File: src/sim/program.hex
// One 16-bit instruction word per line in address order from 0
// Fields are opcode 15..11, rx 10..8, ry 7..5, imm 7..0, target 8..0, bank 10..9
0000 // 00 nop
2E00 // 01 bank 3 for the port
0FFF // 02 ldi r7, 0xFF
19E0 // 03 ld r1, [r7] reads port_input
0A03 // 04 ldi r2, 3
1140 // 05 add r1, r2
21E0 // 06 st r1, [r7] first output
0B05 // 07 ldi r3, 5
0C01 // 08 ldi r4, 1
1381 // 09 sub r3, r4 loop head
380C // 0A jz 0x0C
3009 // 0B jmp 0x09
0D0A // 0C ldi r5, 0x0A
25E0 // 0D st r5, [r7] second output
2C00 // 0E bank 2
0E10 // 0F ldi r6, 0x10
0905 // 10 ldi r1, 0x05
21C0 // 11 st r1, [r6]
2800 // 12 bank 0
0909 // 13 ldi r1, 0x09
21C0 // 14 st r1, [r6]
2C00 // 15 bank 2
1AC0 // 16 ld r2, [r6]
2E00 // 17 bank 3
22E0 // 18 st r2, [r7] third output
0B0C // 19 ldi r3, 0x0C
0C06 // 1A ldi r4, 0x06
1384 // 1B xor r3, r4
23E0 // 1C st r3, [r7] fourth output
F800 // 1D halt

File: src/verilog/drf_pkg.sv
// Shared widths, flag indices, port address, opcode, ALU and FSM state types
`default_nettype none

package drf_pkg;

  localparam int data_w    = 8;
  localparam int instr_w   = 16;
  localparam int pc_w      = 9;
  localparam int reg_sel_w = 3;
  localparam int bank_w    = 2;
  localparam int port_w    = 4;

  // Derived memory sizes
  localparam int code_depth = 2 ** pc_w;
  localparam int dmem_aw    = bank_w + data_w;
  localparam int dmem_depth = 2 ** dmem_aw;

  // Bit positions in the ALU flag word
  localparam int flag_zero     = 0;
  localparam int flag_carry    = 1;
  localparam int flag_negative = 2;
  localparam int flag_overflow = 3;

  // Top data address is the I/O port
  localparam logic [dmem_aw-1:0] port_addr = 10'h3FF;

  // Register write source select
  localparam logic [1:0] res_alu = 2'd0;
  localparam logic [1:0] res_imm = 2'd1;
  localparam logic [1:0] res_mem = 2'd2;

  localparam string code_init_file = "/design/src/sim/program.hex";

  typedef enum logic [4:0] {
    op_nop  = 5'h00,
    op_ldi  = 5'h01,
    op_alu  = 5'h02,
    op_ld   = 5'h03,
    op_st   = 5'h04,
    op_bank = 5'h05,
    op_jmp  = 5'h06,
    op_jz   = 5'h07,
    op_halt = 5'h1F
  } opcode_t;

  typedef enum logic [2:0] {
    alu_add = 3'd0,
    alu_sub = 3'd1,
    alu_and = 3'd2,
    alu_or  = 3'd3,
    alu_xor = 3'd4,
    alu_not = 3'd5,
    alu_shl = 3'd6,
    alu_shr = 3'd7
  } alu_op_t;

  typedef enum logic [1:0] {
    st_fetch = 2'd0,
    st_exec  = 2'd1,
    st_mem   = 2'd2,
    st_halt  = 2'd3
  } cu_state_t;

endpackage

`default_nettype wire

File: src/verilog/program_counter.sv
// 9-bit program counter with increment and jump load
`timescale 1ns/1ps
`default_nettype none

module program_counter import drf_pkg::*; (
  input  wire logic            clk,
  input  wire logic            rst_n,
  input  wire logic            inc,
  input  wire logic            load,
  input  wire logic [pc_w-1:0] target,
  output logic      [pc_w-1:0] pc
);

  always_ff @(posedge clk) begin
    if (!rst_n) begin
      pc <= '0;
    end else if (load) begin
      // Jump wins over the step
      pc <= target;
    end else if (inc) begin
      pc <= pc + 1'b1;
    end
  end

endmodule

`default_nettype wire

File: config.mk
export PLATFORM = sky130hd
export DESIGN_NAME = program_counter
export DESIGN_NICKNAME = d
export VERILOG_FILES = /design/src/verilog/drf_pkg.sv /design/src/verilog/program_counter.sv
export SDC_FILE = /design/constraint.sdc
export NUM_CORES = 1
export LEC_CHECK = 0
export ABC_AREA = 1
export BUFFER_PORTS_ARGS = -buffer_cell sky130_fd_sc_hd__buf_4
export CAP_MARGIN = 20
export CORE_UTILIZATION = 40
export DETAILED_ROUTE_END_ITERATION = 16
export PLACE_DENSITY_LB_ADDON = 0.05
export REMOVE_ABC_BUFFERS = 1
export SETUP_SLACK_MARGIN = 0.3
export SLEW_MARGIN = 25
export SYNTH_ARGS = -nofsm -noshare
export SYNTH_HDL_FRONTEND = slang
export SYNTH_SLANG_ARGS = --single-unit
File: constraint.sdc
create_clock -name clk -period 1 [get_ports clk]
set_input_delay 0.05 -clock clk [delete_from_list [all_inputs] [get_ports clk]]
set_output_delay 0.05 -clock clk [all_outputs]
set_load 0.02 [all_outputs]
==> flow_metrics.env <==
export IMPL_worstSetupStartpointType="register"
export IMPL_cap_violations=0
export IMPL_final_area_um2=977
export IMPL_min_path_type="input pin to register"
export IMPL_synth_warnings=0
export IMPL_biggestRegsByFlops="pc (9)"
export IMPL_worstPathRequired_ns=1.20
export IMPL_drive_above_1_share_pct=58.8
export IMPL_final_nets=129
export IMPL_post_drt_wl_per_cell_um=14.7
export IMPL_antenna_left=0
export IMPL_largest_reg_flops=9
export IMPL_syn_avg_cell_area_um2=6.96
export IMPL_ir_worst_vdd_mv=0.628
export IMPL_finalPower_mw=1.01
export IMPL_place_congestion=0.798
export IMPL_tightest_slew_ns=0.361
export IMPL_coreArea_mm2=0.00119
export IMPL_synth_top_area_cell="dfxtp_1"
export IMPL_clk_path_buf_depth=2
export IMPL_cts_max_level=1
export IMPL_fin_crit_sh_pct=116
export IMPL_clock_sinks=9
export IMPL_fp_row_count=12
export IMPL_placed_area_um2=759
export IMPL_drcViolationCount=0
export IMPL_power_leakage_nw=0.422
export IMPL_dp_hpwl_mm=1.04
export IMPL_cellPowerDensity_mw_per_mm2=1040
export IMPL_worst_path_max_delay_cell="dfxtp_4"
export IMPL_clkSlewWorstSetupHoldPaths_ns=0.07
export IMPL_start_util_pct=45.8
export IMPL_antenna_found_initial=0
export IMPL_ys_types=19
export IMPL_vias_per_cell=5.38
export IMPL_numPortBuffers=21
export IMPL_drt_iter0_drc=29
export IMPL_placed_cells=119
export IMPL_via_count=688
export IMPL_regArea_um2=199
export IMPL_cp_arrival_ns=1.36
export IMPL_layout_cells_non_filler=128
export IMPL_cts_tree="yes"
export IMPL_r2r_setup_slack_ns=-0.16
export IMPL_worstSkewPairLatency_ns=0.27
export IMPL_crit_top_cell="nand2_1"
export IMPL_yosys_register_bits=9
export IMPL_cp_max_fo=3
export IMPL_crit_type="register to register"
export IMPL_grt_usage_pct=24.9
export IMPL_rsz0062_at_grt="true"
export IMPL_worstSetupEndpointType="register"
export IMPL_fin_crit_ns=1.16
export IMPL_place_ws_ns=-0.118
export IMPL_nFillCells=83
export IMPL_fp_dieH_um=38.8
export IMPL_area_growth_pct=80.0
export IMPL_synth_cells=78
export IMPL_syn_cell_area_um2=543
export IMPL_ios=22
export IMPL_final_setup_skew_ns=0.00158
export IMPL_dieArea_mm2=0.00151
export IMPL_max_freq_mhz=864
export IMPL_grt_pass1_vias=591
export IMPL_setup_tns_ns=-0.450
export IMPL_multi_input_area_um2=383
export IMPL_numCtsBuffers=3
export IMPL_firstDrtPassIters=4
export IMPL_cts_root_buf="clkbuf_4"
export IMPL_slew_viol_final=0
export IMPL_hold_viol=0
export IMPL_cp_cell_sequence="ha_4 > nand2_4 > nor2_4 > nand2_1 > nand2_1 > nand3_2 > a21oi_2"
export IMPL_synth_area_leaders="dfxtp_1 33%, nand2_1 10%, a22oi_1 9.7%"
export IMPL_finalWirelength_mm=1.88
export IMPL_relSlewSlack_pct=75.9
export IMPL_yosysSeqAreaShare_pct=33.2
export IMPL_largest_register="pc"
export IMPL_die_w_um=38.8
export IMPL_setup_viol=7
export IMPL_path_delay_family="simple AND/OR/NAND/NOR gates"
export IMPL_finalWorstSetupSlack_ns=-0.157
export IMPL_grt_ovfl_total=0
export IMPL_violations="setup timing"
export IMPL_num_antenna_cells=0
export IMPL_grt_pass1_wl_mm=2.53
export IMPL_synth_top_area_share_pct=33.2
export IMPL_grt_max_degree=12
export IMPL_path_buf_inv=0
export IMPL_cp_slowest_stage_delay_ns=0.37
export IMPL_status="finished with violations"
-- layout make-up --
type | instances | share of cell area, %
multi-input combinational | 58 | 39.2
timing repair buffer | 33 | 31.8
sequential | 9 | 20.4
inverter | 10 | 4.23
clock buffer | 4 | 2.69
tap | 14 | 1.79
-- cells by family (layout without fill, tap and decap cells) --
| logic type | Yosys count | count (layout) | share of synthesized area [%] |
|---|---|---|---|
| AO/OA/AOI/OAI | 21 | 21 | 23.7 |
| XOR/XNOR | 1 | 1 | 1.61 |
| adder cells (fa/ha/maj) | 1 | 1 | 2.30 |
| buffers and inverters | 11 | 47 | 9.22 |
| flip-flops | 9 | 9 | 33.2 |
| AND/OR/NAND/NOR | 35 | 35 | 30.0 |
-- cell usage after synthesis --
library cell,n
nand2_1,15
dfxtp_1,9
inv_1,8
nand3_1,8
a21oi_1,7
a22oi_1,7
nor2_2,5
o21ai_1,4
nand2_2,3
nor2_1,3
a21oi_2,1
buf_6,1
clkinv_2,1
ha_1,1
inv_2,1
nor3_1,1
o21ai_0,1
o21bai_1,1
xor2_1,1
-- power breakdown --
part / total [mW] / switching, mW / internal [mW]
combinational: 0.295 / 0.142 / 0.153
sequential: 0.414 / 0.0311 / 0.383
clock: 0.304 / 0.149 / 0.155
-- cell usage in the layout, fill, tap and decap left out, types with 5 or more instances in the layout --
cell	instances
inv_1	7
nand2_1	12
nand3_1	6
buf_6	16
buf_4	16
dfxtp_2	6
a22oi_1	6
nand2_2	5
a21oi_1	6
-- layer usage --
| layer | up-vias | part of all wire [%] | global-route usage, % |
|---|---|---|---|
| met4 | 0 | 1.1 | 7.76 |
| met2 | 25 | 52 | 40.8 |
| met1 | 326 | 43 | 32.3 |
| li1 | 334 | - | - |
| met3 | 3 | 3.8 | 5.20 |
| met5 | - | 0 | 0 |
-- worst paths after layout --
check        depth (start not counted)                  to               start
min                                  3  pc[0]$_SDFFE_PN0P_               rst_n
max reg2reg                          7  pc[6]$_SDFFE_PN0P_  pc[0]$_SDFFE_PN0P_
max                                  7  pc[6]$_SDFFE_PN0P_  pc[0]$_SDFFE_PN0P_
min reg2reg                          2  pc[8]$_SDFFE_PN0P_  pc[8]$_SDFFE_PN0P_
-- per-stage QoR --
stage                     hold slack, ns  util [%]
after global placement             0.269      64.0
after floorplan                    0.148         -
after global routing              0.0351      82.4
final                             0.0197      82.4
after detailed placement           0.274      64.0
after CTS                         0.0311      76.8
-- worst min-delay path: cells and delay by family --
family	cells	cell delay, ns
compound gates	1	0.07
buf+inv	2	0.15
-- what timing repair did --
action,CTS,global route
endpoints found under the hold margin,1,0
hold buffers,1,0
buffers inserted,2,2
cloned,0,0
endpoints found under the setup margin,18,18
pin swaps,7,14
gates resized for setup,31,15
No activity file was read; power rests on OpenSTA's default activity.
