==> config.mk <==
export PLATFORM = sky130hd
export DESIGN_NAME = alu
export DESIGN_NICKNAME = d
export VERILOG_FILES = /design/src/verilog/drf_pkg.sv /design/src/verilog/alu.sv
export SDC_FILE = /design/constraint.sdc
export NUM_CORES = 1
export LEC_CHECK = 0
export BUFFER_PORTS_ARGS = -buffer_cell sky130_fd_sc_hd__buf_2
export CORE_MARGIN = 2
export CORE_UTILIZATION = 39
export DETAILED_ROUTE_END_ITERATION = 16
export GPL_ROUTABILITY_DRIVEN = 0
export SYNTH_ARGS = -nofsm -noshare
export SYNTH_HDL_FRONTEND = slang
export SYNTH_SLANG_ARGS = --single-unit
export TNS_END_PERCENT = 10
==> constraint.sdc <==
create_clock -name clk -period 5.9 [get_ports clk]
set_clock_uncertainty 0.15 [all_clocks]
set_input_delay 1.18 -clock clk [delete_from_list [all_inputs] [get_ports clk]]
set_output_delay 1.18 -clock clk [all_outputs]
set_load 0.01 [all_outputs]
==> src/sim/program.hex <==
// One 16-bit instruction word per line in address order from 0
// Fields are opcode 15..11, rx 10..8, ry 7..5, imm 7..0, target 8..0, bank 10..9
0000 // 00 nop
2E00 // 01 bank 3 for the port
0FFF // 02 ldi r7, 0xFF
19E0 // 03 ld r1, [r7] reads port_input
0A03 // 04 ldi r2, 3
1140 // 05 add r1, r2
21E0 // 06 st r1, [r7] first output
0B05 // 07 ldi r3, 5
0C01 // 08 ldi r4, 1
1381 // 09 sub r3, r4 loop head
380C // 0A jz 0x0C
3009 // 0B jmp 0x09
0D0A // 0C ldi r5, 0x0A
25E0 // 0D st r5, [r7] second output
2C00 // 0E bank 2
0E10 // 0F ldi r6, 0x10
0905 // 10 ldi r1, 0x05
21C0 // 11 st r1, [r6]
2800 // 12 bank 0
0909 // 13 ldi r1, 0x09
21C0 // 14 st r1, [r6]
2C00 // 15 bank 2
1AC0 // 16 ld r2, [r6]
2E00 // 17 bank 3
22E0 // 18 st r2, [r7] third output
0B0C // 19 ldi r3, 0x0C
0C06 // 1A ldi r4, 0x06
1384 // 1B xor r3, r4
23E0 // 1C st r3, [r7] fourth output
F800 // 1D halt

==> src/verilog/drf_pkg.sv <==
// Shared widths, flag indices, port address, opcode, ALU and FSM state types
`default_nettype none

package drf_pkg;

  localparam int data_w    = 8;
  localparam int instr_w   = 16;
  localparam int pc_w      = 9;
  localparam int reg_sel_w = 3;
  localparam int bank_w    = 2;
  localparam int port_w    = 4;

  // Derived memory sizes
  localparam int code_depth = 2 ** pc_w;
  localparam int dmem_aw    = bank_w + data_w;
  localparam int dmem_depth = 2 ** dmem_aw;

  // Bit positions in the ALU flag word
  localparam int flag_zero     = 0;
  localparam int flag_carry    = 1;
  localparam int flag_negative = 2;
  localparam int flag_overflow = 3;

  // Top data address is the I/O port
  localparam logic [dmem_aw-1:0] port_addr = 10'h3FF;

  // Register write source select
  localparam logic [1:0] res_alu = 2'd0;
  localparam logic [1:0] res_imm = 2'd1;
  localparam logic [1:0] res_mem = 2'd2;

  localparam string code_init_file = "/design/src/sim/program.hex";

  typedef enum logic [4:0] {
    op_nop  = 5'h00,
    op_ldi  = 5'h01,
    op_alu  = 5'h02,
    op_ld   = 5'h03,
    op_st   = 5'h04,
    op_bank = 5'h05,
    op_jmp  = 5'h06,
    op_jz   = 5'h07,
    op_halt = 5'h1F
  } opcode_t;

  typedef enum logic [2:0] {
    alu_add = 3'd0,
    alu_sub = 3'd1,
    alu_and = 3'd2,
    alu_or  = 3'd3,
    alu_xor = 3'd4,
    alu_not = 3'd5,
    alu_shl = 3'd6,
    alu_shr = 3'd7
  } alu_op_t;

  typedef enum logic [1:0] {
    st_fetch = 2'd0,
    st_exec  = 2'd1,
    st_mem   = 2'd2,
    st_halt  = 2'd3
  } cu_state_t;

endpackage

`default_nettype wire

==> src/verilog/alu.sv <==
// Eight-operation ALU with combinational result and registered flags
`timescale 1ns/1ps
`default_nettype none

module alu import drf_pkg::*; (
  input  wire logic              clk,
  input  wire logic              rst_n,
  input  wire logic [data_w-1:0] a,
  input  wire logic [data_w-1:0] b,
  input  wire alu_op_t           op,
  input  wire logic              flags_write,
  output logic      [data_w-1:0] result,
  output logic      [3:0]        flags
);

  // Extra top bit carries the carry or the shifted-out bit
  logic [data_w:0] wide;
  logic            ovf;

  always_comb begin
    wide = '0;
    ovf  = 1'b0;
    case (op)
      alu_add: begin
        wide = {1'b0, a} + {1'b0, b};
        ovf  = (a[data_w-1] == b[data_w-1]) && (wide[data_w-1] != a[data_w-1]);
      end
      alu_sub: begin
        // Top bit is the borrow
        wide = {1'b0, a} - {1'b0, b};
        ovf  = (a[data_w-1] != b[data_w-1]) && (wide[data_w-1] != a[data_w-1]);
      end
      alu_and: wide = {1'b0, a & b};
      alu_or:  wide = {1'b0, a | b};
      alu_xor: wide = {1'b0, a ^ b};
      alu_not: wide = {1'b0, ~a};
      alu_shl: wide = {a, 1'b0};
      alu_shr: wide = {a[0], 1'b0, a[data_w-1:1]};
      default: wide = '0;
    endcase
  end

  assign result = wide[data_w-1:0];

  always_ff @(posedge clk) begin
    if (!rst_n) begin
      flags <= '0;
    end else if (flags_write) begin
      flags[flag_zero]     <= (result == '0);
      flags[flag_carry]    <= wide[data_w];
      flags[flag_negative] <= result[data_w-1];
      flags[flag_overflow] <= ovf;
    end
  end

endmodule

`default_nettype wire

==> results.cfg <==
[run_status]
status = completed

[die]
die-width_microns = 69.3
ios = 34
fp-row-count = 23
dieArea_sq_mm = 0.00481
initial_core_util_pct = 41.0
coreArea_sq_mm = 0.00406
die_h_microns = 69.3

[synthesis]
synthArstFlopShare_pct = 0
synth_area_sq_mm = 0.00166
synth-simple-area-share_pct = 16.8
synth_seq_cells = 4
ys_types = 54
synth_edf_count = 0
syn-num-nets = 274
seq_area_frac_synth_pct = 4.81
synth_compound_area_share_pct = 30.2
ys.flop_type = dfxtp_1
synth-xor-area-share_pct = 3.16
postSynthCellCount = 226
synth_warnings = 0
synth-adder-area-share_pct = 20.5
muxShareOfSynthArea_pct = 9.77
avgSynthCellArea_sq_um = 7.36
synth_top_family_by_area = compound AO/OA/AOI/OAI gates

[sta]
worst_slack_ps = 1270
rsz0062_at_grt = no
max_slew_margin_pct = 56.0
period_share_pct = 78.4
final_max_slew_viol_count = 0
finalCriticalPeriod_ps = 4630
fin_tns_setup_ps = 0
hold_viol_final = 0
finalSetupViolCount = 0
tightest_slew_ps = 661
fmax_mhz = 216

[layout]
largest_register = flags
ff_latch_area_sq_um = 80.1
largest_reg_flops = 4
multiInputGateArea_sq_mm = 0.00134
syn2layout_area_growth_pct = 7.44
layout-drive-gt1-share_pct = 19.6
fill_cells = 445
final_core_util_pct = 44.1
stdcell_area_sq_mm = 0.00179
num-nets-final = 290
insertedDiodeCount = 0
reg_top3 = flags x4

[detailed_routing]
drtIter0Drc = 139
viasPerCell = 5.64
vias = 1636
first_pass_iters = 4
antenna_left = 0
drc = 0
finalWirelength_microns = 4000
wl_per_cell_microns = 13.8

[setup_path]
cpMaxStageDelayCell = ha_1
cp_data_required_time_ps = 4570
critPathMaxStageDelay_ps = 410
worstSetupPathType = input pin to output port
r2r_cells = 2
rrSetupSlack_ps = 5060
start_kind = input pin
endpoint_kind = output port
cp_cell_sequence = buf_2 -> inv_1 -> ha_1 -> a21o_1 -> a21oi_1 -> a21oi_1 -> o21ai_0 -> nor2_1 -> o311ai_2 -> buf_2
critPathTopFamily = compound AO/OA/AOI/OAI gates
reg2reg_from = flags[2]
critPathArrivalTime_ps = 3300
r2r-end = flags[2]
crit_fanout = 9
cp_num_buf_inv = 3

[pwr]
p_leak_nw = 0.855
powerDensity_mw_per_mm2 = 133
peakVddDrop_v = 0.0000917

[clock_tree]
clock_latency_ps = 210
htreeDepth = 1
post_cts_buffers = 0
path_clk_slew_ps = 30
cts_buffers = 3
cts_root_buffer = clkbuf_8
cts.sinks = 4
clockBufferDepth = 2
cts_tree = yes
postCtsHoldBufs = 0
post_cts_resized = 0

[placement]
placed_area_sq_mm = 0.00175
port_buffers = 33
hpwlAfterDp_microns = 3160
post-place-ws_ps = 1280

[min_path]
min_to = flags[0]
holdPathStages = 2
min_from = flags[0]
hold_path.class = register to register

[global_route]
grt_pass1_vias = 1509
grt_overflow = 0
grt.total_usage_pct = 17.2
antenna_found_initial = 0
grt_first_pass_wirelength_microns = 6960
grt_start_max_net_pins = 36

[flow_run]
drv_cap = 0
[cell usage in the layout, fill, tap and decap left out, types with 2 or more instances in the layout]
cell type,instances
dfxtp_1,4
a311oi_1,2
nor3_1,4
xnor2_1,6
mux4_2,4
a31oi_1,4
o221ai_1,3
mux2_2,2
o21a_1,4
nand4_1,3
or3_1,2
o22ai_1,2
a221o_1,2
nor2_1,15
nand2b_1,4
nand3_1,2
o21ai_0,11
a21oi_1,21
fa_1,2
nor2b_1,5
inv_1,27
o21bai_1,2
and2_1,2
o211ai_1,3
buf_2,33
mux2i_1,5
clkbuf_8,3
nand2_1,14
ha_1,24
a21o_1,4
[layer usage]
layer  routed length, microns  track usage [%]
met5                        0                0
met4                       24             3.27
met3                      174             1.74
met2                     1860             27.9
met1                     1950             24.7
[cell families (layout without fill, tap and decap cells)]
logic type | count (synthesis) | after routing
buffers and inverters | 49 | 63
XOR/XNOR | 6 | 6
flip-flops | 4 | 4
multiplexers | 11 | 11
AND/OR/NAND/NOR | 57 | 57
adder cells (fa/ha/maj) | 26 | 26
AO/OA/AOI/OAI | 73 | 73
[power breakdown]
part | switching (mW) | leakage [nW] | internal [mW]
Clock | 0.0142 | 0.0216 | 0.0435
Sequential | 0.000450 | 0.0326 | 0.0284
Combinational | 0.0865 | 0.801 | 0.0657
Total | 0.101 | 0.855 | 0.138
[cell usage after synthesis (all sizes together), types with 4 or more instances]
| master | instances | share of area (%) |
|---|---|---|
| a21o | 4 | 1.8 |
| a21oi | 21 | 6.3 |
| a31oi | 4 | 1.5 |
| buf | 17 | 7.4 |
| clkbuf | 5 | 1.4 |
| dfxtp | 4 | 4.8 |
| ha | 24 | 18 |
| inv | 27 | 6.1 |
| mux2i | 5 | 3.0 |
| mux4 | 4 | 5.4 |
| nand2 | 14 | 3.2 |
| nand2b | 4 | 1.5 |
| nor2 | 16 | 3.8 |
| nor2b | 5 | 1.9 |
| nor3 | 4 | 1.2 |
| o21a | 4 | 1.8 |
| o21ai | 11 | 3.3 |
| xnor2 | 6 | 3.2 |
[worst max path at each step]
stage,start,to,slack [ps],cells past startpoint
2_1_floorplan,a[4],result[7],1530,9
3_3_place_gp,a[1],result[7],1290,9
3_5_place_dp,a[1],result[7],1280,9
4_1_cts,a[1],result[7],1270,9
5_1_grt,a[3],result[7],1110,10
6_report,a[3],result[7],1270,10
[worst reg2reg max path: cells and delay by family (launching register included)]
family | cells | cell delay, ps
AO/OA/AOI/OAI | 2 | 290
flip-flops | 1 | 290
[layout make-up]
type                       count  share of cell area, %
multi-input combinational    173                   74.8
timing repair buffer          33                   9.24
inverter                      27                   5.67
sequential                     4                   4.48
tap                           50                   3.50
clock buffer                   3                   2.31
[through the flow]
stage | hold slack, ps | instances | power [mW]
global placement | 326 | 287 | 0.181
finish | 334 | 290 | 0.239
CTS | 338 | 290 | 0.241
global route | 355 | 290 | 0.261
floorplan | 356 | 226 | 0.154
detailed placement | 334 | 287 | 0.181
Power figures use the tool's default switching activity.
