===== config.mk =====
export PLATFORM = sky130hd
export DESIGN_NAME = control_unit
export DESIGN_NICKNAME = d
export VERILOG_FILES = /design/src/verilog/drf_pkg.sv /design/src/verilog/control_unit.sv
export SDC_FILE = /design/constraint.sdc
export NUM_CORES = 1
export LEC_CHECK = 0
export BUFFER_PORTS_ARGS = -buffer_cell sky130_fd_sc_hd__buf_2
export CORE_ASPECT_RATIO = 0.8
export CORE_MARGIN = 8
export CORE_UTILIZATION = 45
export CTS_BUF_LIST = sky130_fd_sc_hd__clkbuf_4 sky130_fd_sc_hd__clkbuf_8
export CTS_CLUSTER_SIZE = 20
export DETAILED_ROUTE_END_ITERATION = 10
export PLACE_DENSITY_LB_ADDON = 0.05
export SETUP_SLACK_MARGIN = 0.3
export SLEW_MARGIN = 20
export SYNTH_ARGS = -nofsm -noshare
export SYNTH_HDL_FRONTEND = slang
export SYNTH_SLANG_ARGS = --single-unit

===== constraint.sdc =====
create_clock -name clk -period 1.62 [get_ports clk]
set_clock_uncertainty 0.05 [all_clocks]
set_input_delay 0.081 -clock clk [delete_from_list [all_inputs] [get_ports clk]]
set_output_delay 0.081 -clock clk [all_outputs]
set_load 0.01 [all_outputs]

===== src/sim/program.hex =====
// One 16-bit instruction word per line in address order from 0
// Fields are opcode 15..11, rx 10..8, ry 7..5, imm 7..0, target 8..0, bank 10..9
0000 // 00 nop
2E00 // 01 bank 3 for the port
0FFF // 02 ldi r7, 0xFF
19E0 // 03 ld r1, [r7] reads port_input
0A03 // 04 ldi r2, 3
1140 // 05 add r1, r2
21E0 // 06 st r1, [r7] first output
0B05 // 07 ldi r3, 5
0C01 // 08 ldi r4, 1
1381 // 09 sub r3, r4 loop head
380C // 0A jz 0x0C
3009 // 0B jmp 0x09
0D0A // 0C ldi r5, 0x0A
25E0 // 0D st r5, [r7] second output
2C00 // 0E bank 2
0E10 // 0F ldi r6, 0x10
0905 // 10 ldi r1, 0x05
21C0 // 11 st r1, [r6]
2800 // 12 bank 0
0909 // 13 ldi r1, 0x09
21C0 // 14 st r1, [r6]
2C00 // 15 bank 2
1AC0 // 16 ld r2, [r6]
2E00 // 17 bank 3
22E0 // 18 st r2, [r7] third output
0B0C // 19 ldi r3, 0x0C
0C06 // 1A ldi r4, 0x06
1384 // 1B xor r3, r4
23E0 // 1C st r3, [r7] fourth output
F800 // 1D halt


===== src/verilog/drf_pkg.sv =====
// Shared widths, flag indices, port address, opcode, ALU and FSM state types
`default_nettype none

package drf_pkg;

  localparam int data_w    = 8;
  localparam int instr_w   = 16;
  localparam int pc_w      = 9;
  localparam int reg_sel_w = 3;
  localparam int bank_w    = 2;
  localparam int port_w    = 4;

  // Derived memory sizes
  localparam int code_depth = 2 ** pc_w;
  localparam int dmem_aw    = bank_w + data_w;
  localparam int dmem_depth = 2 ** dmem_aw;

  // Bit positions in the ALU flag word
  localparam int flag_zero     = 0;
  localparam int flag_carry    = 1;
  localparam int flag_negative = 2;
  localparam int flag_overflow = 3;

  // Top data address is the I/O port
  localparam logic [dmem_aw-1:0] port_addr = 10'h3FF;

  // Register write source select
  localparam logic [1:0] res_alu = 2'd0;
  localparam logic [1:0] res_imm = 2'd1;
  localparam logic [1:0] res_mem = 2'd2;

  localparam string code_init_file = "/design/src/sim/program.hex";

  typedef enum logic [4:0] {
    op_nop  = 5'h00,
    op_ldi  = 5'h01,
    op_alu  = 5'h02,
    op_ld   = 5'h03,
    op_st   = 5'h04,
    op_bank = 5'h05,
    op_jmp  = 5'h06,
    op_jz   = 5'h07,
    op_halt = 5'h1F
  } opcode_t;

  typedef enum logic [2:0] {
    alu_add = 3'd0,
    alu_sub = 3'd1,
    alu_and = 3'd2,
    alu_or  = 3'd3,
    alu_xor = 3'd4,
    alu_not = 3'd5,
    alu_shl = 3'd6,
    alu_shr = 3'd7
  } alu_op_t;

  typedef enum logic [1:0] {
    st_fetch = 2'd0,
    st_exec  = 2'd1,
    st_mem   = 2'd2,
    st_halt  = 2'd3
  } cu_state_t;

endpackage

`default_nettype wire


===== src/verilog/control_unit.sv =====
// Instruction register, fetch/exec/mem/halt FSM and opcode decode
`timescale 1ns/1ps
`default_nettype none

module control_unit import drf_pkg::*; (
  input  wire logic               clk,
  input  wire logic               rst_n,
  input  wire logic [instr_w-1:0] instr,
  input  wire logic               zero_flag,
  output logic      [instr_w-1:0] ir,
  output logic                    pc_inc,
  output logic                    pc_load,
  output logic                    reg_write,
  output logic      [1:0]         result_sel,
  output alu_op_t                 alu_op,
  output logic                    flags_write,
  output logic                    mem_read,
  output logic                    mem_write,
  output logic                    bank_write,
  output logic                    indirect_en,
  output logic                    halted
);

  cu_state_t state;
  cu_state_t state_next;
  opcode_t   opcode;
  logic      in_exec;
  logic      jump_taken;

  assign opcode  = opcode_t'(ir[15:11]);
  assign alu_op  = alu_op_t'(ir[2:0]);
  assign in_exec = (state == st_exec);

  always_comb begin
    state_next = state;
    case (state)
      st_fetch: state_next = st_exec;
      st_exec: begin
        if (opcode == op_ld) begin
          state_next = st_mem;
        end else if (opcode == op_halt) begin
          state_next = st_halt;
        end else begin
          state_next = st_fetch;
        end
      end
      st_mem:  state_next = st_fetch;
      default: state_next = st_halt;
    endcase
  end

  always_ff @(posedge clk) begin
    if (!rst_n) begin
      state <= st_fetch;
      ir    <= '0;
    end else begin
      state <= state_next;
      // ROM word is valid during fetch
      if (state == st_fetch) begin
        ir <= instr;
      end
    end
  end

  // Flag was registered by the last ALU instruction
  assign jump_taken = (opcode == op_jmp) || (opcode == op_jz && zero_flag);

  // Unknown opcodes fall through as nop
  assign pc_load = in_exec && jump_taken;
  assign pc_inc  = in_exec && !jump_taken && (opcode != op_halt);

  assign reg_write = (in_exec && (opcode == op_ldi || opcode == op_alu)) ||
                     (state == st_mem);

  always_comb begin
    if (state == st_mem) begin
      result_sel = res_mem;
    end else if (opcode == op_ldi) begin
      result_sel = res_imm;
    end else begin
      result_sel = res_alu;
    end
  end

  assign flags_write = in_exec && (opcode == op_alu);
  assign mem_read    = in_exec && (opcode == op_ld);
  assign mem_write   = in_exec && (opcode == op_st);
  assign bank_write  = in_exec && (opcode == op_bank);

  // ry holds the data pointer for loads and stores
  assign indirect_en = (in_exec && (opcode == op_ld || opcode == op_st)) ||
                       (state == st_mem);

  assign halted = (state == st_halt);

endmodule

`default_nettype wire


==> impl_metrics.tcl, run 1 <==
set metrics [dict create \
    finalInstanceArea_um2 1470 \
    io_buffer_count 48 \
    initial_core_util_pct 47.0 \
    grtUsageMet1_pct 15.8 \
    wl_um 2710 \
    rsz0062_at_grt "true" \
    layout_min_cycle_time_ns 1.75 \
    dr.pass1.iters 4 \
    place_inst 177 \
    pwr-share-comb_pct 24.4 \
    grt_max_degree 21 \
    slew_viol_final 0 \
    max-slew-margin-rel_pct 74.3 \
    seq_power_share_pct 48.6 \
    nNetsFinal 198 \
    final_core_util_pct 79.4 \
    instances_no_fill 202 \
    antenna_found_initial 0 \
    clock_latency_ns 0.30 \
    ios 49 \
    syn_to_final_growth_pct 69.0 \
    vdd_drop_max_v 0.000776 \
    use_met2_pct 23.8 \
    hold_viol_final 0 \
    regArea_um2 373 \
    grt_pass1_wl_um 4310 \
    yosysUniqueCellTypes 29 \
    crit_type "flop to primary output" \
    busiest_layer "met2" \
    crit_start "ir[15]$_SDFFE_PN0P_" \
    clockBufferDepth 2 \
    r2r_start "ir[15]$_SDFFE_PN0P_" \
    fmax_mhz 571 \
    timing.final.ws_setup_ns -0.132 \
    cts_tree "yes" \
    ys_warn_count 0 \
    met3_usage_pct 6.84 \
    rows 14 \
    violations "negative setup slack" \
    drc 0 \
    cts_made_buffers 3 \
    grtUsageTotal_pct 14.5 \
    ctsRootBufferMaster "clkbuf_4" \
    swShare_pct 28.0 \
    fillCellCount 137 \
    startpoint_type "flop" \
    crit_fanout 7 \
    n_antenna_cell 0 \
    vias 984 \
    p_leak_uw 0.000717 \
    wire_per_inst_um 13.4 \
    clock_sinks 18 \
    first_global_vias 992 \
    syn_area_per_cell_um2 7.93 \
    switchingPower_uw 289 \
    core-area_um2 1860 \
    synth-seq-cells 18 \
    cap_violations 0 \
    dp_hpwl_um 1810 \
    cts.clk_slew.worst_paths_ns 0.10 \
    finalSetupViolCount 7 \
    die-height_um 55.4 \
    power_density_nw_per_um2 698 \
    final_antenna_net_count 0 \
    hp-start "rst_n" \
    p_int_uw 741 \
    place_area_um2 1170 \
    htree_levels 1 \
    place_congestion 0.780 \
    clkPwrFrac_pct 27.0 \
    crit_required_ns 1.49 \
    fin_crit_sh_pct 108 \
    timing.hold.ws_ns 0.123 \
    status "finished with violations" \
    syn_nets 129 \
    end_kind "primary output" \
    die_w_um 65.2 \
    drive_gt1_share_pct 46.1 \
    worst_slew_pin_slew_ns 0.385 \
    grt_overflow 0 \
    die_area_um2 3610 \
    drt_iter0_drc 37 \
    yosysSeqAreaShare_pct 41.3 \
    holdCritPathClass "input pin to flop" \
    multi_input_area_um2 529 \
    vias_per_cell 4.87 \
    netlist_instances 110 \
    arrival_ns 1.62 \
    synth_area_um2 872 \
]
-- sequential cells by signal, summed over array words and instances (netlist names) --
| register | flops |
|---|---|
| ir | 16 |
| state | 2 |
-- placed cells by master (no fill, tap or decap), types with 2 or more instances in the layout --
master and instances:
buf_2 48, nand2_1 35, dlygate4sd3_1 16, a21boi_0 15, dfxtp_1 12, buf_4 9, dfxtp_2 4, nor2_1 3
clkbuf_4 3, buf_6 3, o31ai_4 2, nor2b_1 2, nor3b_2 2, dfxtp_4 2
-- metrics by stage --
stage / TNS (ns) / setup slack, ns / power (µW)
floorplan: 0 / 0.221 / 626
finish: -0.721 / -0.132 / 1030
detailed placement: 0 / 0.0937 / 706
global placement: 0 / 0.116 / 700
global route: -1.19 / -0.201 / 1080
CTS: -0.879 / -0.154 / 1030
-- path summary, 6_finish.rpt --
check | end | slack (ns) | cells past startpoint
max | pc_load | -0.13 | 4
min | ir[13]$_SDFFE_PN0P_ | 0.12 | 2
max reg2reg | state[1]$_SDFF_PN0_ | 0.24 | 4
min reg2reg | ir[5]$_SDFFE_PN0P_ | 0.42 | 2
-- logic make-up after synthesis --
group	Yosys count	synth area share, %
mux	1	1.15
simple gates	54	29.6
flops	18	41.3
compound gates	23	19.8
xor+xnor	1	1.00
buf+inv	13	7.17
-- synthesized netlist by cell type (all sizes together) --
| master | count | area share, % |
|---|---|---|
| clkbuf | 7 | 3.0 |
| dfxtp | 18 | 41 |
| and2 | 1 | 0.72 |
| nand3b | 1 | 0.86 |
| o2bb2ai | 1 | 1.0 |
| nand3 | 1 | 0.57 |
| xnor2 | 1 | 1.0 |
| a31oi | 1 | 0.72 |
| nand4 | 1 | 0.72 |
| nand2 | 35 | 15 |
| inv | 1 | 0.43 |
| nor2 | 3 | 1.3 |
| a21o | 1 | 0.86 |
| nor2b | 3 | 2.2 |
| or2 | 1 | 0.72 |
| nor3 | 2 | 2.4 |
| o211a | 1 | 1.1 |
| nand2b | 2 | 1.4 |
| mux2i | 1 | 1.1 |
| o31ai | 2 | 1.7 |
| nor4 | 1 | 0.72 |
| o21ai | 1 | 0.57 |
| buf | 5 | 3.7 |
| or4b | 1 | 1.1 |
| nor3b | 2 | 1.7 |
| a21boi | 16 | 14 |
-- layer usage --
metal	vias to the layer above	share of wire [%]
met4	0	0.85
li1	497	-
met2	28	49
met5	-	0
met3	4	8.4
met1	455	42
-- worst max-delay path, cell delays in order, from the launching register on --
cell and delay [ns]:
dfxtp_2 0.34, or4b_4 0.52, buf_6 0.16, nor3_2 0.16
buf_2 0.15
-- power groups by stage --
stage	clock network, µW	registers [µW]	logic (µW)
2_1_floorplan	0	513	113
3_3_place_gp	0	507	193
3_5_place_dp	0	510	196
4_1_cts	291	500	236
5_1_grt	299	506	276
6_report	278	500	252
-- layout make-up --
| cell class | count | share of cell area [%] |
|---|---|---|
| well taps | 24 | 2.04 |
| repair buffers | 76 | 34.0 |
| multi-input cells | 79 | 35.9 |
| clock buffers | 4 | 2.46 |
| flip-flops and latches | 18 | 25.3 |
| inverters | 1 | 0.255 |
-- repair_timing --
item / in CTS / in global routing
hold buffers: 16 / 0
resized for setup: 10 / 8
hold endpoints to repair: 16 / 0
pin swaps: 5 / 2
buffers inserted: 3 / 2
setup endpoints to repair: 11 / 19
No activity file was read; power rests on OpenSTA's default activity.
==> run 2, diff against run 1 <==
--- a/config.mk
+++ b/config.mk
@@ -12,7 +12,8 @@
 export CTS_BUF_LIST = sky130_fd_sc_hd__clkbuf_4 sky130_fd_sc_hd__clkbuf_8
 export CTS_CLUSTER_SIZE = 20
 export DETAILED_ROUTE_END_ITERATION = 10
-export PLACE_DENSITY_LB_ADDON = 0.05
+export GPL_ROUTABILITY_DRIVEN = 0
+export PLACE_DENSITY = 0.92
 export SETUP_SLACK_MARGIN = 0.3
 export SLEW_MARGIN = 20
 export SYNTH_ARGS = -nofsm -noshare
==> impl_metrics.tcl, run 2 (same netlist as run 1, synthesis figures left out) <==
set metrics [dict create \
    status "finished with violations" \
    violations "negative setup slack" \
    finalInstanceArea_um2 1360 \
    grt_max_degree 21 \
    fin_crit_sh_pct 107 \
    grt_pass1_wl_um 4400 \
    crit_type "flop to primary output" \
    regArea_um2 364 \
    drive_gt1_share_pct 42.0 \
    arrival_ns 1.59 \
    antenna_found_initial 0 \
    rsz0062_at_grt "true" \
    end_kind "primary output" \
    grt_overflow 0 \
    drt_iter0_drc 56 \
    top_register "ir" \
    die-height_um 55.4 \
    layout_min_cycle_time_ns 1.73 \
    clockBufferDepth 2 \
    startpoint_type "flop" \
    dr.pass1.iters 4 \
    largest_reg_flops 16 \
    fmax_mhz 579 \
    worst_slew_pin_slew_ns 0.324 \
    initial_core_util_pct 47.0 \
    final_common_cell "buf_2" \
    grtUsageMet1_pct 15.2 \
    n_antenna_cell 0 \
    power_density_nw_per_um2 700 \
    crit_fanout 7 \
    slew_viol_final 0 \
    clock_latency_ns 0.28 \
    use_met2_pct 27.3 \
    cap_violations 0 \
    drc 0 \
    ios 49 \
    cts_made_buffers 3 \
    final_cell_mix "buf_2 (48), nand2_1 (35), a21boi_0 (15), dfxtp_1 (15), dlygate4sd3_1 (13)" \
    cts_tree "yes" \
    grtUsageTotal_pct 14.8 \
    dp_hpwl_um 1950 \
    wl_um 2750 \
    core-area_um2 1860 \
    rows 14 \
    nNetsFinal 190 \
    multi_input_area_um2 510 \
    met3_usage_pct 4.83 \
    hold_viol_final 0 \
    ctsRootBufferMaster "clkbuf_4" \
    place_area_um2 1150 \
    vdd_drop_max_v 0.000557 \
    htree_levels 1 \
    busiest_layer "met2" \
    final_antenna_net_count 0 \
    top_regs "ir: 16 flops, state: 2 flops" \
    first_global_vias 974 \
    io_buffer_count 48 \
    cts.clk_slew.worst_paths_ns 0.09 \
    p_leak_uw 0.000664 \
    syn_to_final_growth_pct 56.1 \
    die_area_um2 3610 \
    finalSetupViolCount 7 \
    vias 943 \
    die_w_um 65.2 \
    holdCritPathClass "input pin to flop" \
    clock_sinks 18 \
    wire_per_inst_um 14.3 \
    vias_per_cell 4.89 \
    crit_required_ns 1.49 \
    timing.final.ws_setup_ns -0.106 \
    fillCellCount 151 \
    max-slew-margin-rel_pct 78.4 \
    fin_tns_setup_ns -0.443 \
]
==> run 2: changes by cell type in the layout (fill, tap and decap cells not counted), moves of 2 or more <==
cell | previous run | this run
buf_4 | 9 | 5
dfxtp_1 | 12 | 15
dlygate4sd3_1 | 16 | 13
dfxtp_4 | 2 | 0
==> run 2: worst max-delay path, cell delays in order, from the launching register on <==
cell and delay (ns):
dfxtp_2 0.33, or4b_4 0.62, o31ai_4 0.20, buf_2 0.16
==> run 2: through the flow <==
stage / hold WS (ns) / setup WS (ns) / utilization [%] / power [µW] / cells
final: 0.00273 / -0.106 / 73.3 / 952 / 193
after global routing: 0.0287 / -0.160 / 73.3 / 991 / 193
after CTS: 0.00656 / -0.118 / 71.2 / 940 / 191
after detailed placement: 0.276 / -0.0496 / 62.1 / 704 / 175
after global placement: 0.275 / 0.0337 / 62.1 / 694 / 175
after floorplan: 0.158 / 0.221 / - / 626 / 110
==> run 2: worst paths after layout <==
kind | startpoint | to | slack (ns) | depth (start not counted)
hold reg to reg | ir[6]$_SDFFE_PN0P_ | ir[6]$_SDFFE_PN0P_ | 0.42 | 2
hold / removal | instr[10] | ir[10]$_SDFFE_PN0P_ | 0.003 | 3
setup / recovery | ir[15]$_SDFFE_PN0P_ | reg_write | -0.11 | 3
setup reg to reg | ir[15]$_SDFFE_PN0P_ | state[1]$_SDFF_PN0_ | 0.27 | 3
==> run 2: area by class of cell <==
cell class | count | share of cell area [%]
inverters | 1 | 0.276
multi-input cells | 79 | 37.5
flip-flops and latches | 18 | 26.7
well taps | 24 | 2.21
clock buffers | 3 | 1.65
repair buffers | 68 | 31.6
==> run 2: what timing repair did <==
| item | CTS | global route |
|---|---|---|
| gates resized for setup | 4 | 5 |
| cloned | 0 | 0 |
| pin swaps | 7 | 1 |
| hold buffers | 13 | 0 |
| setup endpoints to repair | 11 | 12 |
| endpoints found under the hold margin | 13 | 0 |
| buffers inserted | 0 | 2 |
==> run 2: where the power goes <==
part           switching, µW  leakage (µW)  total, µW  internal (µW)
Clock                    128     0.0000138        214           86.4
Sequential              23.2      0.000150        495            472
Combinational            122      0.000500        243            121
Total                    273      0.000664        952            679
==> run 2: per-layer routing <==
layer  vias up  part of all wire (%)
met5         -                     0
met4         0                  0.44
met3         2                   7.6
met2        31                    52
met1       432                    39
li1        478                     -
