<file path="src/sim/program.hex">
// One 16-bit instruction word per line in address order from 0
// Fields are opcode 15..11, rx 10..8, ry 7..5, imm 7..0, target 8..0, bank 10..9
0000 // 00 nop
2E00 // 01 bank 3 for the port
0FFF // 02 ldi r7, 0xFF
19E0 // 03 ld r1, [r7] reads port_input
0A03 // 04 ldi r2, 3
1140 // 05 add r1, r2
21E0 // 06 st r1, [r7] first output
0B05 // 07 ldi r3, 5
0C01 // 08 ldi r4, 1
1381 // 09 sub r3, r4 loop head
380C // 0A jz 0x0C
3009 // 0B jmp 0x09
0D0A // 0C ldi r5, 0x0A
25E0 // 0D st r5, [r7] second output
2C00 // 0E bank 2
0E10 // 0F ldi r6, 0x10
0905 // 10 ldi r1, 0x05
21C0 // 11 st r1, [r6]
2800 // 12 bank 0
0909 // 13 ldi r1, 0x09
21C0 // 14 st r1, [r6]
2C00 // 15 bank 2
1AC0 // 16 ld r2, [r6]
2E00 // 17 bank 3
22E0 // 18 st r2, [r7] third output
0B0C // 19 ldi r3, 0x0C
0C06 // 1A ldi r4, 0x06
1384 // 1B xor r3, r4
23E0 // 1C st r3, [r7] fourth output
F800 // 1D halt

</file>
<file path="src/verilog/drf_pkg.sv">
// Shared widths, flag indices, port address, opcode, ALU and FSM state types
`default_nettype none

package drf_pkg;

  localparam int data_w    = 8;
  localparam int instr_w   = 16;
  localparam int pc_w      = 9;
  localparam int reg_sel_w = 3;
  localparam int bank_w    = 2;
  localparam int port_w    = 4;

  // Derived memory sizes
  localparam int code_depth = 2 ** pc_w;
  localparam int dmem_aw    = bank_w + data_w;
  localparam int dmem_depth = 2 ** dmem_aw;

  // Bit positions in the ALU flag word
  localparam int flag_zero     = 0;
  localparam int flag_carry    = 1;
  localparam int flag_negative = 2;
  localparam int flag_overflow = 3;

  // Top data address is the I/O port
  localparam logic [dmem_aw-1:0] port_addr = 10'h3FF;

  // Register write source select
  localparam logic [1:0] res_alu = 2'd0;
  localparam logic [1:0] res_imm = 2'd1;
  localparam logic [1:0] res_mem = 2'd2;

  localparam string code_init_file = "/design/src/sim/program.hex";

  typedef enum logic [4:0] {
    op_nop  = 5'h00,
    op_ldi  = 5'h01,
    op_alu  = 5'h02,
    op_ld   = 5'h03,
    op_st   = 5'h04,
    op_bank = 5'h05,
    op_jmp  = 5'h06,
    op_jz   = 5'h07,
    op_halt = 5'h1F
  } opcode_t;

  typedef enum logic [2:0] {
    alu_add = 3'd0,
    alu_sub = 3'd1,
    alu_and = 3'd2,
    alu_or  = 3'd3,
    alu_xor = 3'd4,
    alu_not = 3'd5,
    alu_shl = 3'd6,
    alu_shr = 3'd7
  } alu_op_t;

  typedef enum logic [1:0] {
    st_fetch = 2'd0,
    st_exec  = 2'd1,
    st_mem   = 2'd2,
    st_halt  = 2'd3
  } cu_state_t;

endpackage

`default_nettype wire

</file>
<file path="src/verilog/register_bank.sv">
// Eight 8-bit registers, two read ports, rx write port, pointer read on ry
`timescale 1ns/1ps
`default_nettype none

module register_bank import drf_pkg::*; (
  input  wire logic                 clk,
  input  wire logic                 rst_n,
  input  wire logic                 write_en,
  input  wire logic [reg_sel_w-1:0] rx_sel,
  input  wire logic [reg_sel_w-1:0] ry_sel,
  input  wire logic                 indirect_en,
  input  wire logic [data_w-1:0]    write_data,
  output logic      [data_w-1:0]    rx_data,
  output logic      [data_w-1:0]    ry_data
);

  logic [data_w-1:0] regs [2**reg_sel_w];
  logic              ptr_bypass;

  always_ff @(posedge clk) begin
    if (!rst_n) begin
      for (int i = 0; i < 2**reg_sel_w; i++) begin
        regs[i] <= '0;
      end
    end else if (write_en) begin
      regs[rx_sel] <= write_data;
    end
  end

  assign rx_data = regs[rx_sel];

  // As a memory pointer, ry sees a same-cycle write to it so the
  // address always follows the newest pointer value
  assign ptr_bypass = indirect_en && write_en && (ry_sel == rx_sel);

  assign ry_data = ptr_bypass ? write_data : regs[ry_sel];

endmodule

`default_nettype wire
</file>
<file path="config.mk">
export PLATFORM = sky130hd
export DESIGN_NAME = register_bank
export DESIGN_NICKNAME = d
export VERILOG_FILES = /design/src/verilog/drf_pkg.sv /design/src/verilog/register_bank.sv
export SDC_FILE = /design/constraint.sdc
export NUM_CORES = 1
export LEC_CHECK = 0
export ABC_AREA = 0
export BUFFER_PORTS_ARGS = -buffer_cell sky130_fd_sc_hd__buf_2
export CAP_MARGIN = 20
export CORE_MARGIN = 2
export CORE_UTILIZATION = 35
export DETAILED_ROUTE_END_ITERATION = 12
export GPL_ROUTABILITY_DRIVEN = 1
export SLEW_MARGIN = 10
export SYNTH_ARGS = -nofsm -noshare
export SYNTH_HDL_FRONTEND = slang
export SYNTH_SLANG_ARGS = --single-unit
</file>
<file path="constraint.sdc">
create_clock -name clk -period 4.6 [get_ports clk]
set_input_delay 0.69 -clock clk [delete_from_list [all_inputs] [get_ports clk]]
set_output_delay 0.69 -clock clk [all_outputs]
set_load 0.05 [all_outputs]
</file>
==> results of run 1 <==
cell usage after synthesis (all sizes together):
cell type	n	area share
nand2b	5	0.0085
nor3b	1	0.0020
nor4	1	0.0058
o21ai	8	0.011
inv	1	0.0010
edfxtp	64	0.52
nand3b	3	0.0061
a31oi	1	0.0017
o311ai	1	0.0024
xor2	3	0.0071
mux2i	6	0.016
nand4	1	0.0017
buf	9	0.020
nor3	2	0.0027
nand3	2	0.0027
a22o	1	0.0024
nand2	16	0.016
and2	64	0.11
mux2	18	0.055
nor2	6	0.0061
clkbuf	6	0.0065
o211ai	2	0.0041
mux4	28	0.19
or3b	1	0.0024
worst max path at each step:
| stage | start | end | slack (ps) | cells past startpoint |
|---|---|---|---|---|
| finish | rx_sel[2] | ry_data[4] | 1030 | 5 |
| CTS | rx_sel[2] | ry_data[4] | 960 | 5 |
| detailed placement | rx_sel[2] | ry_data[4] | 960 | 5 |
| global placement | rx_sel[2] | ry_data[4] | 1000 | 5 |
| floorplan | rx_sel[1] | rx_data[7] | 720 | 4 |
| global route | rx_sel[2] | ry_data[4] | 870 | 5 |
routing by layer:
metal / wire length, um / global-route usage
met1: 3520 / 0.192
met2: 4760 / 0.304
met3: 329 / 0.0276
met4: 310 / 0.0844
met5: 0 / 0
per-stage QoR:
step           instances  utilization  setup slack (ps)  cell area, sq um
6_report             430        0.406              1030              4170
5_1_grt              430        0.406               871              4170
4_1_cts              430        0.406               963              4170
3_5_place_dp         414        0.388               961              3990
3_3_place_gp         414        0.388              1000              3990
2_1_floorplan        250            -               724              3680
where the power goes:
part,switching (mW),total (mW),internal (mW),leakage (nW)
Clock,0.203,0.448,0.245,0.0922
Combinational,0.160,0.257,0.0970,0.830
Sequential,0.0184,0.698,0.679,0.613
Total,0.382,1.40,1.02,1.54
layout by cell type (no fill, tap or decap):
master	synthesis	layout
sky130_fd_sc_hd__a22o_1	1	1
sky130_fd_sc_hd__a31oi_1	1	1
sky130_fd_sc_hd__and2_1	64	64
sky130_fd_sc_hd__buf_2	3	33
sky130_fd_sc_hd__buf_4	1	10
sky130_fd_sc_hd__bufinv_16	0	1
sky130_fd_sc_hd__clkbuf_1	5	2
sky130_fd_sc_hd__clkbuf_8	0	9
sky130_fd_sc_hd__clkinv_1	0	2
sky130_fd_sc_hd__clkinv_2	0	2
sky130_fd_sc_hd__edfxtp_1	64	64
sky130_fd_sc_hd__inv_1	1	1
sky130_fd_sc_hd__mux2_2	18	18
sky130_fd_sc_hd__mux2i_1	6	6
sky130_fd_sc_hd__mux4_1	15	15
sky130_fd_sc_hd__mux4_2	13	13
sky130_fd_sc_hd__nand2_1	16	16
sky130_fd_sc_hd__nand2b_1	5	5
sky130_fd_sc_hd__nand3_1	2	2
sky130_fd_sc_hd__nand3b_1	3	3
sky130_fd_sc_hd__nand4_1	1	1
sky130_fd_sc_hd__nor2_1	6	6
sky130_fd_sc_hd__nor3_1	2	2
sky130_fd_sc_hd__nor3b_1	1	1
sky130_fd_sc_hd__nor4_4	1	1
sky130_fd_sc_hd__o211ai_1	2	2
sky130_fd_sc_hd__o21ai_0	8	8
sky130_fd_sc_hd__o311ai_0	1	1
sky130_fd_sc_hd__or3b_2	1	1
sky130_fd_sc_hd__xor2_1	3	3
cell type report:
cell class	instances	area, sq um	share of cell area
flip-flops and latches	64	1920	0.461
multi-input cells	170	1660	0.397
repair buffers	43	240	0.0576
well taps	136	170	0.0408
clock buffers	11	131	0.0315
clock inverters	5	47.5	0.0114
inverters	1	3.75	0.000900
cells by family after synthesis:
logic type | Yosys count | synth area share
XOR/XNOR | 3 | 0.00715
buffers and inverters | 16 | 0.0272
multiplexers | 52 | 0.258
AO/OA/AOI/OAI | 13 | 0.0214
AND/OR/NAND/NOR | 102 | 0.163
flip-flops | 64 | 0.523
==> flow_metrics.py, run 1 <==
metrics = {
    "outcome": {
        "outcome": "completed",
    },
    "final_layout": {
        "regMostFlops": "regs",
        "layout.filler_cells": 945,
        "antenna_cells_inserted": 0,
        "largest_register_ffs": 64,
        "nNetsFinal": 307,
        "flow.area_growth_from_synthesis_pct": 13.4,
        "largestRegisters": "regs x64",
        "post_route_cells_drive_above_1_share": 0.299,
    },
    "place": {
        "placed_wire_length_estimate_after_detailed_placement_um": 6170,
        "numPortBuffers": 33,
        "gp_congestion": 0.812,
    },
    "power_and_ir_drop": {
        "leakage_nw": 1.54,
        "power_density_nw_per_um2": 336,
        "irDropWorstVdd_v": 0.000130,
        "fin_total_pwr_mw": 1.40,
    },
    "timing": {
        "relSlewSlack": 0.344,
        "setup-violations-final": 0,
        "max_clk_rate_ghz": 0.280,
        "period_share": 0.777,
        "setup-tns-final_ps": 0,
        "rsz_0062_raised_after_global_routing": "no",
        "hold_violations": 0,
        "min_cycle_time_layout_ps": 3570,
        "holdWs_ps": 745,
        "maxSlewViolCount": 0,
        "worst-slew-pin-transition_ps": 974,
    },
    "clock_network": {
        "cts.clk_slew.worst_paths_ps": 60,
        "clockBufferDepth": 2,
        "cts_tree": "done",
        "cts_made_buffers": 9,
        "master_cell_of_the_clock_root_buffer": "sky130_fd_sc_hd__clkbuf_8",
        "cts_hold_buffers": 0,
        "cts_num_sinks": 64,
        "cts_setup_buffers": 0,
        "post_cts_resized": 0,
        "cts_htree_levels": 3,
    },
    "setup_path": {
        "required_ps": 3910,
        "crit_slowest_cell": "sky130_fd_sc_hd__nor4_4",
        "path_buf_inv": 2,
        "worst-path-max-fanout": 33,
        "critical_path.top_delay_family": "simple AND/OR/NAND/NOR gates",
        "timing_worst_setup_path_type": "input port to output port",
        "critical_path.most_common_cell": "sky130_fd_sc_hd__buf_2",
        "timing.critical_path.cells": "buf_2 -> xor2_1 -> nor4_4 -> mux2_2 -> buf_2",
        "max_stage_delay_ps": 810,
        "worst_ep_arrival_time_ps": 2880,
        "critPathLaunchType": "input port",
        "critical_path.endpoint_type": "output port",
    },
    "floorplanning": {
        "design.portCount": 34,
        "initial_core_util": 0.358,
        "die_w_um": 107,
        "fp.dieArea_sq_um": 11300,
        "die_h_um": 107,
        "total_core_area_sq_um": 10300,
        "num_rows": 37,
    },
    "global_routing": {
        "globalRoute.totalOverflow": 0,
        "grt_max_degree": 34,
        "grt_pass1_wl_um": 13800,
        "first_global_vias": 2348,
        "grtUsageTotal": 0.168,
        "grt_antenna_before_repair": 0,
    },
    "route": {
        "detail_route.drc_violations": 0,
        "post_drt_wl_per_cell_um": 20.7,
        "dr_total_vias": 2220,
        "wirelength_um": 8920,
        "drt-initial-drc-count": 111,
        "final_antenna_net_count": 0,
        "first_pass_iteration_count_of_the_detailed_router": 4,
        "routed_vias_inst": 5.16,
    },
    "worst_hold_path": {
        "worstHoldStart": "write_data[6]",
        "worstHoldPathCells": 2,
        "min_to": "regs[0][6]$_SDFFCE_PN0P_",
        "timing.hold.worst.class": "input port to register",
    },
    "synthesis": {
        "synth.distinct_cells": 30,
        "synth_sequential_area_ratio": 0.523,
        "mappedNetlistNets": 268,
        "post_synth_instance_area_sq_um": 3680,
        "synthesis.yosys.warnings": 0,
        "synth.avg_cell_area_sq_um": 14.7,
        "ys_seq_elements": 64,
        "synth_cells": 250,
    },
    "job": {
        "drv_cap": 0,
    },
}
Power figures use the tool's default switching activity.
==> inputs of run 2 (changes only) <==
--- a/config.mk
+++ b/config.mk
@@ -5,7 +5,7 @@
 export SDC_FILE = /design/constraint.sdc
 export NUM_CORES = 1
 export LEC_CHECK = 0
-export ABC_AREA = 0
+export ABC_AREA = 1
 export BUFFER_PORTS_ARGS = -buffer_cell sky130_fd_sc_hd__buf_2
 export CAP_MARGIN = 20
 export CORE_MARGIN = 2
==> constraint.sdc (replaced) <==
create_clock -name clk -period 3.63 [get_ports clk]
set_input_delay 0.5445 -clock clk [delete_from_list [all_inputs] [get_ports clk]]
set_output_delay 0.5445 -clock clk [all_outputs]
set_load 0.05 [all_outputs]
==> flow_metrics.py, run 2 <==
metrics = {
    "outcome": {
        "outcome": "completed",
    },
    "final_layout": {
        "stdcell_area_sq_um": 4260,
        "antenna_cells_inserted": 0,
        "final_cell_mix": "sky130_fd_sc_hd__nand2_1, sky130_fd_sc_hd__nor2_1, sky130_fd_sc_hd__edfxtp_1",
        "flow.area_growth_from_synthesis_pct": 9.74,
        "largestRegisters": "regs x64",
        "final_core_util": 0.393,
        "most_common_cell_after_layout_fill_and_taps_aside": "sky130_fd_sc_hd__nand2_1",
        "post_route_cells_drive_above_1_share": 0.112,
        "largest_register_ffs": 64,
        "nNetsFinal": 563,
        "regMostFlops": "regs",
    },
    "route": {
        "first_pass_iteration_count_of_the_detailed_router": 5,
        "post_drt_wl_per_cell_um": 16.8,
        "wirelength_um": 11500,
        "routed_vias_inst": 5.13,
        "drt-initial-drc-count": 381,
        "detail_route.drc_violations": 0,
        "dr_total_vias": 3522,
        "final_antenna_net_count": 0,
    },
    "synthesis": {
        "synth_commonest_cells": "sky130_fd_sc_hd__nand2_1, sky130_fd_sc_hd__nor2_1, sky130_fd_sc_hd__edfxtp_1",
        "synthesis.yosys.warnings": 0,
        "fraction_of_the_mapped_netlist_area_in_adder_cells": 0,
        "area_share_of_the_largest_cell_type_after_synthesis": 0.495,
        "yosys-mux-area-fraction": 0,
        "post_synth_instance_area_sq_um": 3880,
        "synth.distinct_cells": 16,
        "post_synth_and_or_nand_nor_area_fraction": 0.355,
        "ys_seq_elements": 64,
        "post-synth-top-area-cell": "sky130_fd_sc_hd__edfxtp_1",
        "synth_sequential_area_ratio": 0.495,
        "main_flop_type_after_synthesis": "sky130_fd_sc_hd__edfxtp_1",
        "synth-edff-count": 64,
        "post-synth-top-count-cell": "sky130_fd_sc_hd__nand2_1",
        "synth_top_family_by_area": "simple AND/OR/NAND/NOR gates",
        "mappedNetlistNets": 540,
        "synth_top_cells_by_area": "sky130_fd_sc_hd__edfxtp_1, sky130_fd_sc_hd__nand2_1, sky130_fd_sc_hd__nor2_1",
        "async_reset_ff_frac": 0,
        "synth-compound-area-share": 0.0490,
        "synth.avg_cell_area_sq_um": 7.43,
        "synth_cells": 522,
        "synth_xor_area_frac": 0,
    },
    "power_and_ir_drop": {
        "fin_total_pwr_mw": 1.72,
        "power.share.clock": 0.279,
        "pwr-share-seq": 0.511,
        "irDropWorstVdd_v": 0.000186,
        "p_sw_frac": 0.321,
        "power_switching_mw": 0.554,
        "comb_power_share": 0.210,
        "leakage_nw": 2.06,
        "power_density_nw_per_um2": 405,
        "power_report.internal_total_mw": 1.17,
    },
    "global_routing": {
        "grt_pass1_wl_um": 17700,
        "first_global_vias": 3182,
        "grt_antenna_before_repair": 0,
        "grt_max_degree": 66,
        "grtUsageTotal": 0.205,
        "globalRoute.totalOverflow": 0,
    },
    "timing": {
        "setup-tns-final_ps": 0,
        "worst-slew-pin-transition_ps": 550,
        "min_cycle_time_layout_ps": 2800,
        "max_clk_rate_ghz": 0.357,
        "relSlewSlack": 0.633,
        "setup-violations-final": 0,
        "rsz_0062_raised_after_global_routing": "no",
        "hold_violations": 0,
        "maxSlewViolCount": 0,
        "period_share": 0.771,
        "holdWs_ps": 731,
    },
    "setup_path": {
        "critPathLaunchType": "input port",
        "max_stage_delay_ps": 400,
        "timing.critical_path.cells": "buf_2 -> inv_1 -> nand2_1 -> nand2_1 -> nor2_1 -> nand2_4 -> clkinv_4 -> nand2_1 -> nand2_1 -> buf_2",
        "critical_path.most_common_cell": "sky130_fd_sc_hd__nand2_1",
        "critical_path.endpoint_type": "output port",
        "required_ps": 3090,
        "worst_ep_arrival_time_ps": 2260,
        "timing_worst_setup_path_type": "input port to output port",
        "crit_slowest_cell": "sky130_fd_sc_hd__buf_2",
        "path_buf_inv": 4,
        "critical_path.top_delay_family": "buffers and inverters",
        "path_depth": 10,
        "worst-path-max-fanout": 21,
    },
    "place": {
        "placed_wire_length_estimate_after_detailed_placement_um": 8200,
        "placedInstanceArea_sq_um": 4120,
        "numPortBuffers": 33,
        "gp_congestion": 0.890,
    },
    "clock_network": {
        "cts_hold_buffers": 0,
        "post_cts_resized": 0,
        "cts_htree_levels": 3,
        "cts.clk_slew.worst_paths_ps": 60,
        "cts_setup_buffers": 0,
        "cts_tree": "done",
        "master_cell_of_the_clock_root_buffer": "sky130_fd_sc_hd__clkbuf_8",
        "cts_num_sinks": 64,
        "clockBufferDepth": 2,
        "cts_made_buffers": 9,
    },
    "floorplanning": {
        "initial_core_util": 0.358,
        "total_core_area_sq_um": 10800,
        "die_w_um": 109,
        "fp.dieArea_sq_um": 11900,
        "design.portCount": 34,
        "die_h_um": 109,
        "num_rows": 38,
    },
    "worst_hold_path": {
        "timing.hold.worst.class": "input port to register",
        "worstHoldPathCells": 3,
    },
    "job": {
        "drv_cap": 0,
    },
}
==> run 2: layout make-up <==
cell class / count / area [sq um]
Clock buffer: 9 / 124
Clock inverter: 4 / 15.0
Fill cell: 1117 / 6580
Inverter: 66 / 253
Multi-Input combinational cell: 368 / 1570
Sequential cell: 64 / 1920
Tap cell: 140 / 175
Timing Repair Buffer: 36 / 200
==> run 2: kinds of logic (layout without fill, tap and decap cells) <==
group	count (synthesis)	after routing
AOI/OAI and AO/OA	38	38
buffers and inverters	90	115
DFF	64	64
and+or+nand+nor	330	330
==> run 2: power groups by stage <==
| stage | sequential (mW) | clock, mW | combinational [mW] |
|---|---|---|---|
| final | 0.881 | 0.481 | 0.362 |
| after CTS | 0.881 | 0.485 | 0.359 |
| after global routing | 0.885 | 0.512 | 0.393 |
| after floorplan | 0.888 | 0 | 0.259 |
| after detailed placement | 0.896 | 0 | 0.358 |
| after global placement | 0.894 | 0 | 0.356 |
==> run 2: per-layer routing <==
layer | GRT usage | up-vias | share of wire
li1 | - | 1694 | -
met3 | 0.0314 | 19 | 0.10
met5 | 0 | - | 0
met2 | 0.279 | 202 | 0.40
met4 | 0.0787 | 0 | 0.020
met1 | 0.323 | 1607 | 0.48
==> run 2: path summary, 6_finish.rpt <==
check / startpoint / to
setup / recovery: rx_sel[1] / ry_data[4]
hold / removal: write_data[6] / regs[2][6]$_SDFFCE_PN0P_
==> run 2: through the flow <==
stage          setup WS (ps)  instances
6_report                 830        687
4_1_cts                  853        687
3_5_place_dp             855        674
5_1_grt                  649        687
2_1_floorplan           1540        522
3_3_place_gp             863        674
